==> src/design/sound_pkg.sv <==
package sound_pkg;

  // Z80 bus
  localparam int ADDR_W = 16;
  localparam int DATA_W = 8;

  // Mixer and output widths
  localparam int MIX_W = 12;
  localparam int OUT_W = 16;

  // fclk cycles per output sample
  localparam int SAMPLE_DIV = 64;

  // Weights in the 12-bit sum
  localparam int COVOX_W = 4;
  localparam int BEEP_W  = 256;

  // Soundrive channel ports, low address byte
  localparam logic [7:0] PORT_SD_A = 8'h0F;
  localparam logic [7:0] PORT_SD_B = 8'h1F;
  localparam logic [7:0] PORT_SD_C = 8'h4F;
  localparam logic [7:0] PORT_SD_D = 8'h5F;

  // Covox port loads all four channels at once
  localparam logic [7:0] PORT_COVOX = 8'hFB;

  // Beeper bit in a port #FE write
  localparam int BEEP_BIT = 4;

  typedef logic [DATA_W-1:0] level_t;

  // Bit 0 is channel A, bit 3 is channel D
  typedef logic [3:0] chan_mask_t;

  typedef logic [MIX_W-1:0] mix_t;
  typedef logic [OUT_W-1:0] sample_t;

endpackage

==> src/design/snd_port_decode.sv <==
`timescale 1ns/1ps

module snd_port_decode (
  input  logic                        fclk,
  input  logic                        reset,
  input  logic [sound_pkg::ADDR_W-1:0] a,
  input  sound_pkg::level_t           d,
  input  logic                        iorq_n,
  input  logic                        wr_n,
  input  logic                        m1_n,
  input  logic                        dos,
  output sound_pkg::chan_mask_t       chan_wr,
  output logic                        beep_wr,
  output sound_pkg::level_t           wr_data
);

  import sound_pkg::*;

  logic       io_wr;
  logic       io_wr_q;
  logic       io_wr_qq;
  logic       wr_start;
  logic [7:0] addr_q;
  level_t     data_q;
  logic       dos_q;
  chan_mask_t chan_sel;
  logic       covox_hit;

  // I/O write cycle, excluding interrupt acknowledge
  assign io_wr = ~iorq_n & ~wr_n & m1_n;

  // First edge: capture strobes, address and data
  always_ff @(posedge fclk) begin
    if (reset) begin
      io_wr_q  <= 1'b0;
      io_wr_qq <= 1'b0;
    end else begin
      io_wr_q  <= io_wr;
      io_wr_qq <= io_wr_q;
    end
  end

  always_ff @(posedge fclk) begin
    addr_q <= a[7:0];
    data_q <= d;
    dos_q  <= dos;
  end

  assign wr_start = io_wr_q & ~io_wr_qq;

  // Soundrive decode, blocked while DOS is active
  assign covox_hit = (addr_q == PORT_COVOX);

  always_comb begin
    chan_sel    = '0;
    chan_sel[0] = (addr_q == PORT_SD_A) | covox_hit;
    chan_sel[1] = (addr_q == PORT_SD_B) | covox_hit;
    chan_sel[2] = (addr_q == PORT_SD_C) | covox_hit;
    chan_sel[3] = (addr_q == PORT_SD_D) | covox_hit;
    if (dos_q) begin
      chan_sel = '0;
    end
  end

  // Second edge: one-cycle pulses on the start of the write
  always_ff @(posedge fclk) begin
    if (reset) begin
      chan_wr <= '0;
      beep_wr <= 1'b0;
    end else begin
      chan_wr <= wr_start ? chan_sel : '0;
      // Any even port reaches #FE
      beep_wr <= wr_start & ~addr_q[0];
    end
  end

  always_ff @(posedge fclk) begin
    if (wr_start) begin
      wr_data <= data_q;
    end
  end

  // One pulse per bus write, even for long-held cycles
  a_single_pulse: assert property (
    @(posedge fclk) disable iff (reset)
    (beep_wr || (|chan_wr)) |=> !(beep_wr || (|chan_wr))
  );

endmodule

==> src/design/level_regs.sv <==
`timescale 1ns/1ps

module level_regs (
  input  logic                  fclk,
  input  logic                  reset,
  input  sound_pkg::chan_mask_t chan_wr,
  input  logic                  beep_wr,
  input  sound_pkg::level_t     wr_data,
  output sound_pkg::level_t     lvl_a,
  output sound_pkg::level_t     lvl_b,
  output sound_pkg::level_t     lvl_c,
  output sound_pkg::level_t     lvl_d,
  output logic                  beep
);

  import sound_pkg::*;

  // Soundrive channels and the port #FE beeper bit
  always_ff @(posedge fclk) begin
    if (reset) begin
      lvl_a <= '0;
      lvl_b <= '0;
      lvl_c <= '0;
      lvl_d <= '0;
      beep  <= 1'b0;
    end else begin
      if (chan_wr[0]) begin
        lvl_a <= wr_data;
      end
      if (chan_wr[1]) begin
        lvl_b <= wr_data;
      end
      if (chan_wr[2]) begin
        lvl_c <= wr_data;
      end
      if (chan_wr[3]) begin
        lvl_d <= wr_data;
      end
      if (beep_wr) begin
        beep <= wr_data[BEEP_BIT];
      end
    end
  end

  // Levels only move on the edge that samples a decoded write
  a_hold_levels: assert property (
    @(posedge fclk) disable iff (reset)
    (!$past(reset) && !$past(beep_wr) && ($past(chan_wr) == '0))
      |-> $stable({lvl_a, lvl_b, lvl_c, lvl_d, beep})
  );

endmodule

==> src/design/audio_mixer.sv <==
`timescale 1ns/1ps

module audio_mixer (
  input  logic               fclk,
  input  logic               reset,
  input  sound_pkg::level_t  lvl_a,
  input  sound_pkg::level_t  lvl_b,
  input  sound_pkg::level_t  lvl_c,
  input  sound_pkg::level_t  lvl_d,
  input  logic               beep,
  output sound_pkg::sample_t sound_l,
  output sound_pkg::sample_t sound_r,
  output logic               sample_stb
);

  import sound_pkg::*;

  logic [$clog2(SAMPLE_DIV)-1:0] div_cnt;
  logic                          tick;
  logic                          s1_valid;
  mix_t                          mix_l;
  mix_t                          mix_r;
  mix_t                          beep_term;

  // Sample rate divider, fclk/64
  assign tick = (div_cnt == ($clog2(SAMPLE_DIV))'(SAMPLE_DIV - 1));

  always_ff @(posedge fclk) begin
    if (reset) begin
      div_cnt <= '0;
    end else if (tick) begin
      div_cnt <= '0;
    end else begin
      div_cnt <= div_cnt + 1'b1;
    end
  end

  assign beep_term = beep ? mix_t'(BEEP_W) : '0;

  // Stage 1: weighted sums, A+B left and C+D right
  always_ff @(posedge fclk) begin
    if (tick) begin
      mix_l <= mix_t'(lvl_a) * mix_t'(COVOX_W) + mix_t'(lvl_b) * mix_t'(COVOX_W) + beep_term;
      mix_r <= mix_t'(lvl_c) * mix_t'(COVOX_W) + mix_t'(lvl_d) * mix_t'(COVOX_W) + beep_term;
    end
  end

  always_ff @(posedge fclk) begin
    if (reset) begin
      s1_valid <= 1'b0;
    end else begin
      s1_valid <= tick;
    end
  end

  // Stage 2: widen to the output format
  always_ff @(posedge fclk) begin
    if (reset) begin
      sound_l    <= '0;
      sound_r    <= '0;
      sample_stb <= 1'b0;
    end else begin
      sample_stb <= s1_valid;
      if (s1_valid) begin
        sound_l <= sample_t'(mix_l) << (OUT_W - MIX_W);
        sound_r <= sample_t'(mix_r) << (OUT_W - MIX_W);
      end
    end
  end

  // Strobe period equals the divider period
  a_stb_period: assert property (
    @(posedge fclk) disable iff (reset)
    sample_stb |-> ##SAMPLE_DIV sample_stb
  );

endmodule

==> src/design/sound_top.sv <==
`timescale 1ns/1ps

module sound_top (
  input  logic                         fclk,
  input  logic                         reset,
  input  logic [sound_pkg::ADDR_W-1:0] a,
  input  sound_pkg::level_t            d,
  input  logic                         iorq_n,
  input  logic                         wr_n,
  input  logic                         m1_n,
  input  logic                         dos,
  output sound_pkg::sample_t           sound_l,
  output sound_pkg::sample_t           sound_r,
  output logic                         sample_stb
);

  import sound_pkg::*;

  chan_mask_t chan_wr;
  logic       beep_wr;
  level_t     wr_data;
  level_t     lvl_a;
  level_t     lvl_b;
  level_t     lvl_c;
  level_t     lvl_d;
  logic       beep;

  snd_port_decode decode_i (
    .fclk    (fclk),
    .reset   (reset),
    .a       (a),
    .d       (d),
    .iorq_n  (iorq_n),
    .wr_n    (wr_n),
    .m1_n    (m1_n),
    .dos     (dos),
    .chan_wr (chan_wr),
    .beep_wr (beep_wr),
    .wr_data (wr_data)
  );

  level_regs regs_i (
    .fclk    (fclk),
    .reset   (reset),
    .chan_wr (chan_wr),
    .beep_wr (beep_wr),
    .wr_data (wr_data),
    .lvl_a   (lvl_a),
    .lvl_b   (lvl_b),
    .lvl_c   (lvl_c),
    .lvl_d   (lvl_d),
    .beep    (beep)
  );

  audio_mixer mixer_i (
    .fclk       (fclk),
    .reset      (reset),
    .lvl_a      (lvl_a),
    .lvl_b      (lvl_b),
    .lvl_c      (lvl_c),
    .lvl_d      (lvl_d),
    .beep       (beep),
    .sound_l    (sound_l),
    .sound_r    (sound_r),
    .sample_stb (sample_stb)
  );

endmodule

==> config.mk <==
export PLATFORM = sky130hd
export DESIGN_NAME = sound_top
export DESIGN_NICKNAME = d
export VERILOG_FILES = /design/src/design/sound_pkg.sv /design/src/design/snd_port_decode.sv /design/src/design/level_regs.sv /design/src/design/audio_mixer.sv /design/src/design/sound_top.sv
export SDC_FILE = /design/constraint.sdc
export NUM_CORES = 1
export LEC_CHECK = 0
export BUFFER_PORTS_ARGS = -buffer_cell sky130_fd_sc_hd__buf_2
export CAP_MARGIN = 30
export CORE_MARGIN = 10
export CORE_UTILIZATION = 25
export CTS_CLUSTER_SIZE = 16
export DETAILED_ROUTE_END_ITERATION = 16
export PLACE_DENSITY_LB_ADDON = 0.25
export REMOVE_ABC_BUFFERS = 1
export SYNTH_ARGS = -nofsm -noshare
export SYNTH_HDL_FRONTEND = slang
export SYNTH_SLANG_ARGS = --single-unit
==> constraint.sdc <==
create_clock -name fclk -period 4.29 [get_ports fclk]
set_input_delay 1.0725 -clock fclk [delete_from_list [all_inputs] [get_ports fclk]]
set_output_delay 1.0725 -clock fclk [all_outputs]
set_load 0.01 [all_outputs]
==> flow_summary.toml <==
[critical_path]
critPathRequiredTime_ns = 4.44
path_class = "reg -> reg"
critPathMaxFanout = 3
regToRegEndpoint = "mixer_i.mix_l[10]$_DFFE_PP_"
worstReg2RegStart = "regs_i.lvl_a[0]$_SDFFE_PP0P_"
startpoint_type = "register"
worstPathArrival_ns = 2.59
path_common_cell = "ha_1"
crit_path_cell_trace = "ha_1 > inv_1 > fa_1 > nand2b_1 > a21oi_1 > a31oi_1 > xnor2_1 > ha_1 > ha_1 > xnor2_1"
reg2reg_slack_ns = 1.85
critPathSlowestCell = "fa_1"
crit_path_end_kind = "register"
ff2ff_path_depth = 10
cp_slowest_stage_delay_ns = 0.39

[worst_hold_path]
min_path_cells = 0
holdPathEnd = "decode_i.wr_data[3]$_DFFE_PP_"
hold_class = "reg -> reg"
worstHoldStart = "decode_i.data_q[3]$_DFF_P_"

[cts]
cts-root-buf = "clkbuf_16"
clkTransAtPathRegs_ns = 0.05
cts_tree = "done"
cts_buffer_depth = 2
clock_latency_ns = 0.41
cts_hold_buf = 0
cts_made_buffers = 17
cts-resized-gates = 0
postCtsSetupBuffers = 0
htreeDepth = 4
clock_sinks = 113

[timing]
relSlewSlack_pct = 37.93
rsz0062_at_grt = "false"
clock.fmax_ghz = 0.4096
setup_viol = 0
hold_violations = 0
skew_ns = 0.009270
worst_pin_slew_ns = 0.9310
slew_violations = 0
fin_tns_setup_ns = 0
period_share_pct = 56.90
min_period_ns = 2.441

[die]
die_height_um = 153.3
ios = 63
die_x_um = 153.3
dieArea_um2 = 23490
core_region_area_um2 = 17360
initial_utilization_pct = 25.58
rows = 48

[synthesis]
ys.flop_type = "dfxtp_1"
syn_area_per_cell_um2 = 11.65
synth.ff_latch_count = 113
synth.distinct_cells = 47
netlist_area_um2 = 4439
synth_top_area_cell = "dfxtp_1"
synthArstFlopShare_pct = 0
synth_cells = 381
yosysMostFrequentCell = "dfxtp_1"
ys_warn_count = 0
netlist.area_leader.share_pct = 38.33
ys_seq_area_share_pct = 57.27
ys_top_cells_by_area = "dfxtp_1, edfxtp_1, mux2i_1"
ys_top_cells_by_count = "dfxtp_1, nor2_1, mux2i_1"
synth_edf_count = 28

[global_route]
grt_max_degree = 40
grt_use_total_pct = 7.618
antenna_found_initial = 0
grt_pass1_wl_mm = 14.16
grt_remaining_overflow = 0
first_global_vias = 2852

[placed_design]
post-dp-hpwl_mm = 6.113
port_buffers = 42
gp_congestion = 0.7299
place_area_um2 = 4870

[cells_and_area]
layout.nets = 483
num-fill-cells = 1740
final-seq-area_um2 = 2542
stdcell_area_um2 = 5426
multi_input_area_um2 = 1752
syn_to_final_growth_pct = 22.24
diodes = 0
drive_above_1_share_pct = 17.87

[drt]
drt_iter0_drc = 120
vias_per_cell = 4.043
dr.pass1.iters = 4
ant_nets = 0
routedWlPerCell_um = 12.49
routed_wl_mm = 8.334
drc = 0
num_vias = 2697

[power]
ir_drop_mv = 0.3152
leakage_nw = 2.242
p_per_area_nw_per_um2 = 446.1

[run_status]
status = "completed"

[job]
maxCapViolCount = 0
## per-stage QoR
stage          worst slack, ns  utilization (%)  power, W  instances  hold slack (ns)
2_1_floorplan            2.025                -  0.001142        366           0.3855
3_3_place_gp             1.838            27.90  0.001165        635           0.3915
3_5_place_dp             1.843            28.06  0.001166        636           0.3887
4_1_cts                  1.834            31.26  0.002462        667           0.4010
5_1_grt                  1.634            31.26  0.002509        667           0.4090
6_report                 1.849            31.26  0.002421        667           0.4007
## critical path, delay by kind of cell (launching register included)
kind | cells | cell delay (ns)
buffers and inverters | 1 | 0.06
DFF | 1 | 0.33
xor gates and xnor gates | 2 | 0.26
adders and majority gates | 4 | 0.98
and+or+nand+nor | 1 | 0.16
AOI/OAI and AO/OA | 2 | 0.40
## where the power goes
| group | total [W] | switching [W] | internal (W) |
|---|---|---|---|
| clock | 0.00128 | 0.000435 | 0.000842 |
| combinational | 0.0000343 | 0.0000218 | 0.0000125 |
| sequential | 0.00111 | 0.00000710 | 0.00110 |
## flip-flops by register name, indices dropped and copies added (netlist names), 4 cells and up
signal,flops
decode_i.wr_data,8
mixer_i.mix_r,10
mixer_i.sound_r,10
decode_i.addr_q,8
mixer_i.mix_l,10
regs_i.lvl_c,8
mixer_i.div_cnt,6
regs_i.lvl_b,8
decode_i.data_q,8
regs_i.lvl_d,8
mixer_i.sound_l,10
decode_i.chan_wr,4
regs_i.lvl_a,8
## worst max-delay path by stage
stage                                            start  cells after the start  slack [ns]                          end
final                     regs_i.lvl_a[0]$_SDFFE_PP0P_                     10        1.85  mixer_i.mix_l[10]$_DFFE_PP_
after global routing      regs_i.lvl_b[0]$_SDFFE_PP0P_                     10        1.63  mixer_i.mix_l[10]$_DFFE_PP_
after CTS                 regs_i.lvl_a[0]$_SDFFE_PP0P_                     10        1.83  mixer_i.mix_l[10]$_DFFE_PP_
after detailed placement  regs_i.lvl_a[0]$_SDFFE_PP0P_                     10        1.84  mixer_i.mix_l[10]$_DFFE_PP_
after global placement    regs_i.lvl_b[0]$_SDFFE_PP0P_                     10        1.84  mixer_i.mix_l[10]$_DFFE_PP_
after floorplan           regs_i.lvl_a[0]$_SDFFE_PP0P_                     10        2.02  mixer_i.mix_l[10]$_DFFE_PP_
## cells in the final DEF, fill, tap and decap left out, drive strengths merged, types with 4 or more instances in the layout
cell type and count:
and3 5, conb 12, xnor2 10, edfxtp 28, clkinv 5, nor2 66, a21o 6, nor2b 5
clkbuf 26, ha 21, inv 11, a21oi 12, xor2 4, mux2i 54, buf 45, nand2 5
dfxtp 85
## layer usage
| layer | GRT usage [%] | wire length, µm | part of all wire, % | vias to the layer above |
|---|---|---|---|---|
| li1 | - | - | - | 1408 |
| met1 | 9.058 | 4126 | 50 | 1221 |
| met2 | 11.06 | 3575 | 43 | 54 |
| met3 | 3.255 | 454 | 5.4 | 14 |
| met4 | 4.768 | 177 | 2.1 | 0 |
| met5 | 0 | 0 | 0 | - |
## cell families (layout without fill, tap and decap cells)
| group | count (synthesis) | in the layout | share of synthesized area [%] |
|---|---|---|---|
| flip-flops | 113 | 113 | 57.27 |
| AND/OR/NAND/NOR | 96 | 96 | 9.724 |
| multiplexers | 54 | 54 | 12.18 |
| AO/OA/AOI/OAI | 43 | 43 | 6.962 |
| buffers and inverters | 37 | 87 | 4.200 |
| adder cells (fa/ha/maj) | 23 | 23 | 6.821 |
| XOR/XNOR | 14 | 14 | 2.762 |
| other | 1 | 12 | 0.08447 |
## cell type report
cell class	count	share of cell area, %
Tap cell	225	5.188
Inverter	11	0.7609
Sequential cell	113	46.85
Clock inverter	5	0.4611
Multi-Input combinational cell	242	32.28
Clock buffer	26	9.799
Timing Repair Buffer	45	4.658
No activity file was read; power rests on OpenSTA's default activity.
